<file path="src/icache_pkg.sv">
package icache_pkg;

  // Byte address and line word
  localparam int ADDR_W = 32;
  localparam int DATA_W = 64;

  // One 64-bit word per line
  localparam int OFFSET_W = 3;

  localparam int NUM_LINES = 8;
  localparam int INDEX_W = $clog2(NUM_LINES);

  // Tag bits kept per line
  localparam int LINE_TAG_W = ADDR_W - INDEX_W - OFFSET_W;

  // Line number as the byte address without its offset
  localparam int LINE_ADDR_W = ADDR_W - OFFSET_W;

  // Memory transaction tags where zero is reserved for "none"
  localparam int NUM_MEM_TAGS = 16;
  localparam int MEM_TAG_W = 4;

  // Command toward instruction memory
  typedef enum logic [1:0] {
    BUS_NONE = 2'h0,
    BUS_LOAD = 2'h1
  } mem_cmd_e;

  // State of one outstanding transaction entry
  typedef enum logic {
    TRANS_IDLE    = 1'b0,
    TRANS_PENDING = 1'b1
  } trans_state_e;

endpackage

</file>
<file path="src/icache_lines.sv">
`timescale 1ns/10ps

module icache_lines (
  input  logic                                i_clock,
  input  logic                                i_reset,
  input  logic [icache_pkg::ADDR_W-1:0]       i_lookup_addr,
  input  logic [icache_pkg::MEM_TAG_W-1:0]    i_issue_tag,
  input  logic [icache_pkg::INDEX_W-1:0]      i_issue_index,
  input  logic [icache_pkg::LINE_TAG_W-1:0]   i_issue_line_tag,
  input  logic                                i_fill_en,
  input  logic [icache_pkg::INDEX_W-1:0]      i_fill_index,
  input  logic [icache_pkg::LINE_TAG_W-1:0]   i_fill_tag,
  input  logic [icache_pkg::DATA_W-1:0]       i_fill_data,
  output logic [icache_pkg::INDEX_W-1:0]      o_index,
  output logic [icache_pkg::LINE_TAG_W-1:0]   o_line_tag,
  output logic                                o_hit,
  output logic [icache_pkg::DATA_W-1:0]       o_data
);

  logic [icache_pkg::NUM_LINES-1:0]  line_valid;
  logic [icache_pkg::LINE_TAG_W-1:0] line_tag  [icache_pkg::NUM_LINES];
  logic [icache_pkg::DATA_W-1:0]     line_data [icache_pkg::NUM_LINES];
  logic                              tag_match;
  logic                              issue_en;
  logic [icache_pkg::LINE_TAG_W-1:0] fill_line_tag;
  logic                              fill_ok;

  assign o_index    = i_lookup_addr[icache_pkg::OFFSET_W +: icache_pkg::INDEX_W];
  assign o_line_tag = i_lookup_addr[icache_pkg::ADDR_W-1 -: icache_pkg::LINE_TAG_W];

  assign tag_match = line_tag[o_index] == o_line_tag;
  assign o_hit     = line_valid[o_index] && tag_match;
  assign o_data    = line_data[o_index];

  // An accepted request claims its line for the requested tag
  assign issue_en = i_issue_tag != '0;

  // Tag the fill line will hold after this edge
  always_comb begin
    fill_line_tag = line_tag[i_fill_index];
    if (!o_hit && o_index == i_fill_index) begin
      fill_line_tag = o_line_tag;
    end
    if (issue_en && i_issue_index == i_fill_index) begin
      fill_line_tag = i_issue_line_tag;
    end
  end

  // Stale fills for a retagged line fall out here
  assign fill_ok = i_fill_en && (fill_line_tag == i_fill_tag);

  always_ff @(posedge i_clock) begin
    for (int i = 0; i < icache_pkg::NUM_LINES; i++) begin
      if (i_reset) begin
        line_valid[i] <= 1'b0;
      end else if (fill_ok && i_fill_index == icache_pkg::INDEX_W'(i)) begin
        line_valid[i] <= 1'b1;
      end else if ((!o_hit && o_index == icache_pkg::INDEX_W'(i)) ||
                   (issue_en && i_issue_index == icache_pkg::INDEX_W'(i))) begin
        line_valid[i] <= 1'b0;
      end
    end
  end

  always_ff @(posedge i_clock) begin
    if (!o_hit) begin
      line_tag[o_index] <= o_line_tag;
    end
    if (issue_en) begin
      line_tag[i_issue_index] <= i_issue_line_tag;
    end
  end

  always_ff @(posedge i_clock) begin
    if (fill_ok) begin
      line_data[i_fill_index] <= i_fill_data;
    end
  end

  // Every line comes out of reset invalid
  a_no_hit_after_reset: assert property (
    @(posedge i_clock) $fell(i_reset) |-> !o_hit
  ) else $error("icache_lines: hit in first cycle after reset");

endmodule

</file>
<file path="src/mem_tag_table.sv">
`timescale 1ns/10ps

module mem_tag_table (
  input  logic                                i_clock,
  input  logic                                i_reset,
  input  logic [icache_pkg::MEM_TAG_W-1:0]    i_issue_tag,
  input  logic [icache_pkg::INDEX_W-1:0]      i_issue_index,
  input  logic [icache_pkg::LINE_TAG_W-1:0]   i_issue_line_tag,
  input  logic [icache_pkg::MEM_TAG_W-1:0]    i_mem_tag,
  input  logic [icache_pkg::DATA_W-1:0]       i_mem_data,
  output logic                                o_fill_en,
  output logic [icache_pkg::INDEX_W-1:0]      o_fill_index,
  output logic [icache_pkg::LINE_TAG_W-1:0]   o_fill_tag,
  output logic [icache_pkg::DATA_W-1:0]       o_fill_data
);

  icache_pkg::trans_state_e          entry_state [icache_pkg::NUM_MEM_TAGS];
  logic [icache_pkg::INDEX_W-1:0]    entry_index [icache_pkg::NUM_MEM_TAGS];
  logic [icache_pkg::LINE_TAG_W-1:0] entry_tag   [icache_pkg::NUM_MEM_TAGS];
  logic                              issue_en;

  assign issue_en = i_issue_tag != '0;

  // Returning data is looked up by its tag in the same cycle
  assign o_fill_en    = (i_mem_tag != '0) &&
                        (entry_state[i_mem_tag] == icache_pkg::TRANS_PENDING);
  assign o_fill_index = entry_index[i_mem_tag];
  assign o_fill_tag   = entry_tag[i_mem_tag];
  assign o_fill_data  = i_mem_data;

  always_ff @(posedge i_clock) begin
    if (i_reset) begin
      for (int t = 0; t < icache_pkg::NUM_MEM_TAGS; t++) begin
        entry_state[t] <= icache_pkg::TRANS_IDLE;
      end
    end else begin
      if (o_fill_en) begin
        entry_state[i_mem_tag] <= icache_pkg::TRANS_IDLE;
      end
      // A tag reused in its return cycle stays pending
      if (issue_en) begin
        entry_state[i_issue_tag] <= icache_pkg::TRANS_PENDING;
      end
    end
  end

  always_ff @(posedge i_clock) begin
    if (issue_en) begin
      entry_index[i_issue_tag] <= i_issue_index;
      entry_tag[i_issue_tag]   <= i_issue_line_tag;
    end
  end

  // Memory must not hand out a tag that is still in flight
  a_issue_tag_free: assert property (
    @(posedge i_clock) disable iff (i_reset)
    (issue_en && i_issue_tag != i_mem_tag) |->
      entry_state[i_issue_tag] == icache_pkg::TRANS_IDLE
  ) else $error("mem_tag_table: tag %0d accepted while pending", i_issue_tag);

  // Data only ever comes back for a tag we are waiting on
  a_return_tag_pending: assert property (
    @(posedge i_clock) disable iff (i_reset)
    (i_mem_tag != '0) |-> entry_state[i_mem_tag] == icache_pkg::TRANS_PENDING
  ) else $error("mem_tag_table: data returned for idle tag %0d", i_mem_tag);

endmodule

</file>
<file path="src/prefetch_window.sv">
`timescale 1ns/10ps

module prefetch_window (
  input  logic                                i_clock,
  input  logic                                i_reset,
  input  logic [icache_pkg::INDEX_W-1:0]      i_index,
  input  logic [icache_pkg::LINE_TAG_W-1:0]   i_line_tag,
  input  logic                                i_hit,
  input  logic [icache_pkg::MEM_TAG_W-1:0]    i_mem_response,
  output icache_pkg::mem_cmd_e                o_mem_command,
  output logic [icache_pkg::ADDR_W-1:0]       o_mem_addr,
  output logic [icache_pkg::INDEX_W-1:0]      o_issue_index,
  output logic [icache_pkg::LINE_TAG_W-1:0]   o_issue_line_tag,
  output logic [icache_pkg::MEM_TAG_W-1:0]    o_issue_tag
);

  logic [icache_pkg::LINE_ADDR_W-1:0] head_line;
  logic [icache_pkg::INDEX_W-1:0]     count;
  logic                               head_req;
  logic [icache_pkg::LINE_ADDR_W-1:0] cur_line;
  logic [icache_pkg::LINE_ADDR_W-1:0] step;
  logic [icache_pkg::LINE_ADDR_W-1:0] req_line;
  logic [icache_pkg::INDEX_W-1:0]     ahead;
  logic [icache_pkg::INDEX_W-1:0]     next_count;
  logic                               covered;
  logic                               cont;
  logic                               accepted;
  icache_pkg::mem_cmd_e               next_command;

  assign cur_line = {i_line_tag, i_index};

  // How far the fetch has moved since the last edge
  assign step = cur_line - head_line;

  // Current line already requested and still inside the window
  assign covered = head_req && (step <= icache_pkg::LINE_ADDR_W'(count));
  assign cont    = i_hit || covered;
  assign ahead   = covered ? count - step[icache_pkg::INDEX_W-1:0] : '0;

  assign accepted    = (o_mem_command == icache_pkg::BUS_LOAD) && (i_mem_response != '0);
  assign o_issue_tag = (o_mem_command == icache_pkg::BUS_LOAD) ? i_mem_response : '0;

  // The carry out of the index runs into the tag for wrapped lines
  always_comb begin
    if (cont) begin
      req_line = cur_line + icache_pkg::LINE_ADDR_W'(ahead) + icache_pkg::LINE_ADDR_W'(1);
    end else begin
      req_line = cur_line;
    end
  end

  assign o_mem_addr       = {req_line, {icache_pkg::OFFSET_W{1'b0}}};
  assign o_issue_index    = req_line[icache_pkg::INDEX_W-1:0];
  assign o_issue_line_tag = req_line[icache_pkg::LINE_ADDR_W-1 -: icache_pkg::LINE_TAG_W];

  assign next_count = cont ? ahead + icache_pkg::INDEX_W'(accepted) : '0;

  // Stop once the next line would land on head again
  assign next_command = (cont && next_count == icache_pkg::INDEX_W'(icache_pkg::NUM_LINES - 1)) ?
                        icache_pkg::BUS_NONE : icache_pkg::BUS_LOAD;

  always_ff @(posedge i_clock) begin
    if (i_reset) begin
      head_line     <= '0;
      count         <= '0;
      head_req      <= 1'b0;
      o_mem_command <= icache_pkg::BUS_NONE;
    end else begin
      head_line     <= cur_line;
      count         <= next_count;
      head_req      <= cont || accepted;
      o_mem_command <= next_command;
    end
  end

  // A full window must already have dropped its command
  a_window_no_wrap: assert property (
    @(posedge i_clock) disable iff (i_reset)
    (accepted && cont) |-> ahead != icache_pkg::INDEX_W'(icache_pkg::NUM_LINES - 1)
  ) else $error("prefetch_window: request accepted with full window");

endmodule

</file>
<file path="src/icache_top.sv">
`timescale 1ns/10ps

module icache_top (
  input  logic                                clock,
  input  logic                                reset,
  input  logic [icache_pkg::ADDR_W-1:0]       i_proc_addr,
  output logic [icache_pkg::DATA_W-1:0]       o_data,
  output logic                                o_valid,
  output icache_pkg::mem_cmd_e                o_mem_command,
  output logic [icache_pkg::ADDR_W-1:0]       o_mem_addr,
  input  logic [icache_pkg::MEM_TAG_W-1:0]    i_mem_response,
  input  logic [icache_pkg::DATA_W-1:0]       i_mem_data,
  input  logic [icache_pkg::MEM_TAG_W-1:0]    i_mem_tag
);

  logic [icache_pkg::INDEX_W-1:0]    lookup_index;
  logic [icache_pkg::LINE_TAG_W-1:0] lookup_line_tag;
  logic [icache_pkg::INDEX_W-1:0]    issue_index;
  logic [icache_pkg::LINE_TAG_W-1:0] issue_line_tag;
  logic [icache_pkg::MEM_TAG_W-1:0]  issue_tag;
  logic                              fill_en;
  logic [icache_pkg::INDEX_W-1:0]    fill_index;
  logic [icache_pkg::LINE_TAG_W-1:0] fill_tag;
  logic [icache_pkg::DATA_W-1:0]     fill_data;

  icache_lines u_lines (
    .i_clock          (clock),
    .i_reset          (reset),
    .i_lookup_addr    (i_proc_addr),
    .i_issue_tag      (issue_tag),
    .i_issue_index    (issue_index),
    .i_issue_line_tag (issue_line_tag),
    .i_fill_en        (fill_en),
    .i_fill_index     (fill_index),
    .i_fill_tag       (fill_tag),
    .i_fill_data      (fill_data),
    .o_index          (lookup_index),
    .o_line_tag       (lookup_line_tag),
    .o_hit            (o_valid),
    .o_data           (o_data)
  );

  mem_tag_table u_tag_table (
    .i_clock          (clock),
    .i_reset          (reset),
    .i_issue_tag      (issue_tag),
    .i_issue_index    (issue_index),
    .i_issue_line_tag (issue_line_tag),
    .i_mem_tag        (i_mem_tag),
    .i_mem_data       (i_mem_data),
    .o_fill_en        (fill_en),
    .o_fill_index     (fill_index),
    .o_fill_tag       (fill_tag),
    .o_fill_data      (fill_data)
  );

  prefetch_window u_window (
    .i_clock          (clock),
    .i_reset          (reset),
    .i_index          (lookup_index),
    .i_line_tag       (lookup_line_tag),
    .i_hit            (o_valid),
    .i_mem_response   (i_mem_response),
    .o_mem_command    (o_mem_command),
    .o_mem_addr       (o_mem_addr),
    .o_issue_index    (issue_index),
    .o_issue_line_tag (issue_line_tag),
    .o_issue_tag      (issue_tag)
  );

endmodule

</file>
<file path="config.mk">
export PLATFORM = sky130hd
export DESIGN_NAME = icache_top
export DESIGN_NICKNAME = d
export VERILOG_FILES = /design/src/icache_pkg.sv /design/src/icache_lines.sv /design/src/mem_tag_table.sv /design/src/prefetch_window.sv /design/src/icache_top.sv
export SDC_FILE = /design/constraint.sdc
export NUM_CORES = 2
export LEC_CHECK = 0
export ABC_CLOCK_PERIOD_IN_PS = 13900
export BUFFER_PORTS_ARGS = -buffer_cell sky130_fd_sc_hd__buf_2
export CELL_PAD_IN_SITES_DETAIL_PLACEMENT = 1
export CELL_PAD_IN_SITES_GLOBAL_PLACEMENT = 1
export CORE_ASPECT_RATIO = 1.4
export CORE_UTILIZATION = 53
export CTS_CLUSTER_SIZE = 14
export DETAILED_ROUTE_END_ITERATION = 10
export PLACE_DENSITY_LB_ADDON = 0.1
export SYNTH_ARGS = -nofsm -noshare
export SYNTH_HDL_FRONTEND = slang
export SYNTH_SLANG_ARGS = --single-unit
</file>
<file path="constraint.sdc">
create_clock -name clock -period 13.9 [get_ports clock]
set_input_delay 2.085 -clock clock [delete_from_list [all_inputs] [get_ports clock]]
set_output_delay 2.085 -clock clock [all_outputs]
set_load 0.05 [all_outputs]
</file>
==> results.py <==
metrics = {
    "logic_synthesis": {
        "async_reset_ff_share_pct": 0,
        "netlist_instances": 3619,
        "yosys-top-cells-area": "edfxtp_1 62%, mux4_2 13%, nand2_1 2.7%",
        "synth_top_area_share_pct": 62.3,
        "yosysTopAreaCell": "edfxtp_1",
        "syn_avg_cell_area_um2": 15.4,
        "synth_cell_types": 96,
        "synth-edff-count": 1155,
        "yosysWarnings": 0,
        "synth-seq-area-share_pct": 64.3,
        "synth_seq_cells": 1212,
        "synthFlopType": "edfxtp_1",
        "synthesis.area_mm2": 0.0557,
    },
    "setup_path": {
        "required_ns": 11.81,
        "worst_ep_arrival_time_ns": 9.87,
        "worstPathMaxFanout": 57,
        "regToRegStartpoint": "u_window.head_line[14]$_SDFF_PP0_",
        "cp-start-kind": "input pin",
        "rr_worst_depth": 26,
        "critPathCaptureType": "primary output",
        "reg2reg_slack_ns": 4.71,
        "crit_type": "input pin to primary output",
        "reg2reg_to": "u_lines.line_data[2][12]$_DFFE_PP_",
    },
    "floorplanning": {
        "dieHeight_um": 386,
        "initial_core_util_pct": 53.5,
        "core_mm2": 0.104,
        "std_cell_rows": 140,
        "io_pins": 205,
        "dieArea_mm2": 0.106,
        "die_w_um": 276,
    },
    "clock_tree": {
        "htree_levels": 3,
        "cts_resized": 0,
        "holdBufCountCts": 0,
        "clk_path_buf_depth": 3,
        "insertion_delay_ns": 0.74,
        "cts_buffers": 116,
        "cts_tree": "yes",
        "cts_sinks": 1212,
        "clk_pin_slew_worst_paths_ns": 0.06,
        "cts_setup_buffers": 0,
        "cts_root_buffer": "clkbuf_16",
    },
    "global_routing": {
        "grtUsageTotal_pct": 32.3,
        "grt_max_degree": 78,
        "antenna_found_initial": 12,
        "grt-ovfl-total": 0,
        "grt_pass1_vias": 36600,
        "grt_pass1_wl_um": 244000,
    },
    "routing": {
        "top_layer_used": "met5",
        "postRouteAntennaNets": 0,
        "drt_iter0_drc": 3034,
        "drc_errors": 0,
        "wl_um": 170000,
        "vias": 34000,
        "vias_per_cell": 6.48,
        "wire_per_inst_um": 32.4,
        "drt-met1-wl_um": 61000,
        "wl_met2_um": 89100,
        "wl_met3_um": 11400,
        "first_pass_iters": 5,
    },
    "placed_design": {
        "place_hpwl_um": 105000,
        "io_buffers": 197,
        "gp_congestion": 0.956,
    },
    "timing": {
        "tns_ns": 0,
        "clock-skew-final_ns": 0.0621,
        "slew_headroom_pct": 13.5,
        "rsz0062_at_grt": "false",
        "fin_crit_sh_pct": 86.0,
        "setup_viol": 0,
        "hold_viol": 0,
        "period_needed_ns": 11.95,
        "fmax_mhz": 83.7,
        "slew_violations": 0,
        "tightest_slew_ns": 1.29,
    },
    "power_and_ir_drop": {
        "p_leak_nw": 21.2,
        "power.density_mw_per_mm2": 132,
        "ir_drop_v": 0.000129,
    },
    "cells_and_area": {
        "syn2layout_area_growth_pct": 11.6,
        "fin_util_pct": 59.7,
        "drive_gt1_share_pct": 22.7,
        "fin_nets": 3944,
        "final_common_cell": "edfxtp_1",
        "layout_common_cells": "1,155 x edfxtp_1, 401 x nand2_1, 332 x mux4_2",
    },
    "worst_hold_path": {
        "hold_start": "u_tag_table.entry_state[8]$_DFF_P_",
        "hp-class": "flip-flop to flip-flop",
        "hold-path-cell-count": 2,
        "hold_end": "u_tag_table.entry_state[8]$_DFF_P_",
    },
    "run_status": {
        "outcome": "finished, final reports clean",
    },
    "run": {
        "cap_violations": 0,
    },
}
[worst max-delay path, stage by stage]
cell      delay [ns]
buf_8           0.50
inv_2           0.33
ha_1            0.34
fa_1            0.45
nand2b_1        0.22
a21oi_2         0.32
o21ai_1         0.12
buf_4           0.18
o211ai_1        0.19
xor2_1          0.16
nor4b_1         0.71
and4b_1         0.44
nand2_1         0.13
nor2_1          0.11
nand2_1         0.09
inv_1           0.09
ha_1            0.23
nor2b_1         0.13
o21ai_0         0.18
nand2b_1        0.30
nand2_1         0.24
inv_2           0.14
and3_1          0.23
xnor2_1         1.00
inv_1           0.55
buf_2           0.38
[worst max path at each step]
stage                         from                           endpoint  cells past startpoint
finish              i_proc_addr[3]                     o_mem_addr[18]                     26
CTS                 i_proc_addr[3]                     o_mem_addr[25]                     22
floorplan           i_proc_addr[3]  u_lines.line_data[3][0]$_DFFE_PP_                     28
global placement    i_proc_addr[3]                     o_mem_addr[31]                     25
global route        i_proc_addr[3]                     o_mem_addr[25]                     22
detailed placement  i_proc_addr[3]                     o_mem_addr[25]                     22
[power breakdown]
| group | switching (mW) | internal (mW) | leakage (nW) | total (mW) |
|---|---|---|---|---|
| sequential | 0.0195 | 4.05 | 10.9 | 4.07 |
| combinational | 0.639 | 0.322 | 8.49 | 0.962 |
| clock | 1.40 | 1.74 | 1.83 | 3.14 |
[through the flow]
| step | instance area, um2 | hold slack, ns | power [mW] | setup WS, ns | cells |
|---|---|---|---|---|---|
| finish | 62100 | 0.497 | 8.17 | 1.95 | 5244 |
| global route | 62100 | 0.523 | 8.38 | 1.52 | 5242 |
| floorplan | 55700 | 0.445 | 4.77 | 0.320 | 3622 |
| CTS | 62100 | 0.494 | 8.22 | 1.98 | 5240 |
| detailed placement | 58400 | 0.486 | 5.10 | 2.05 | 5028 |
| global placement | 58400 | 0.455 | 5.07 | 2.25 | 5028 |
[sequential cells by signal (all words and copies together) (netlist names)]
name,cells
u_lines.line_data,512
u_lines.line_tag,208
u_lines.line_valid,8
u_tag_table.entry_index,45
u_tag_table.entry_state,15
u_tag_table.entry_tag,390
u_window.count,3
u_window.head_line,29
u_window.head_req,1
u_window.o_mem_command,1
[cell families (layout without fill, tap and decap cells)]
| group | count (synthesis) | after routing | share of synthesized area [%] |
|---|---|---|---|
| compound gates | 355 | 355 | 4.21 |
| other cells | 1 | 7 | 0.00673 |
| flops | 1212 | 1212 | 64.3 |
| buf+inv | 317 | 587 | 2.42 |
| simple gates | 986 | 986 | 8.14 |
| xor+xnor | 272 | 272 | 4.52 |
| mux | 436 | 436 | 15.4 |
| fa+ha+maj | 40 | 40 | 0.939 |
[Yosys cell counts (32+ instances only)]
| master | n |
|---|---|
| edfxtp_1 | 1155 |
| nand2_1 | 402 |
| mux4_2 | 333 |
| nor2_1 | 272 |
| xor2_1 | 145 |
| clkbuf_1 | 124 |
| xnor2_1 | 117 |
| a21oi_1 | 99 |
| mux2i_1 | 80 |
| inv_1 | 78 |
| o21ai_0 | 77 |
| nand3_1 | 62 |
| dfxtp_1 | 57 |
| buf_1 | 50 |
| nor2b_1 | 41 |
| buf_2 | 40 |
| ha_1 | 37 |
| nor3_1 | 32 |
[final cells by class]
| class | instances | area (um2) |
|---|---|---|
| multi-input cells | 2093 | 18700 |
| well taps | 1349 | 1690 |
| repair buffers | 292 | 1830 |
| inverters | 83 | 317 |
| diodes | 3 | 7.51 |
| flip-flops and latches | 1212 | 35800 |
| fillers | 9565 | 41900 |
| clock inverters | 54 | 548 |
| clock buffers | 158 | 3230 |
[routing by layer]
| metal | global-route usage [%] | vias to the layer above |
|---|---|---|
| li1 | - | 14200 |
| met3 | 5.65 | 382 |
| met5 | 0 | - |
| met1 | 37.6 | 17900 |
| met4 | 16.0 | 16 |
| met2 | 57.2 | 1470 |
No activity file was read; power rests on OpenSTA's default activity.
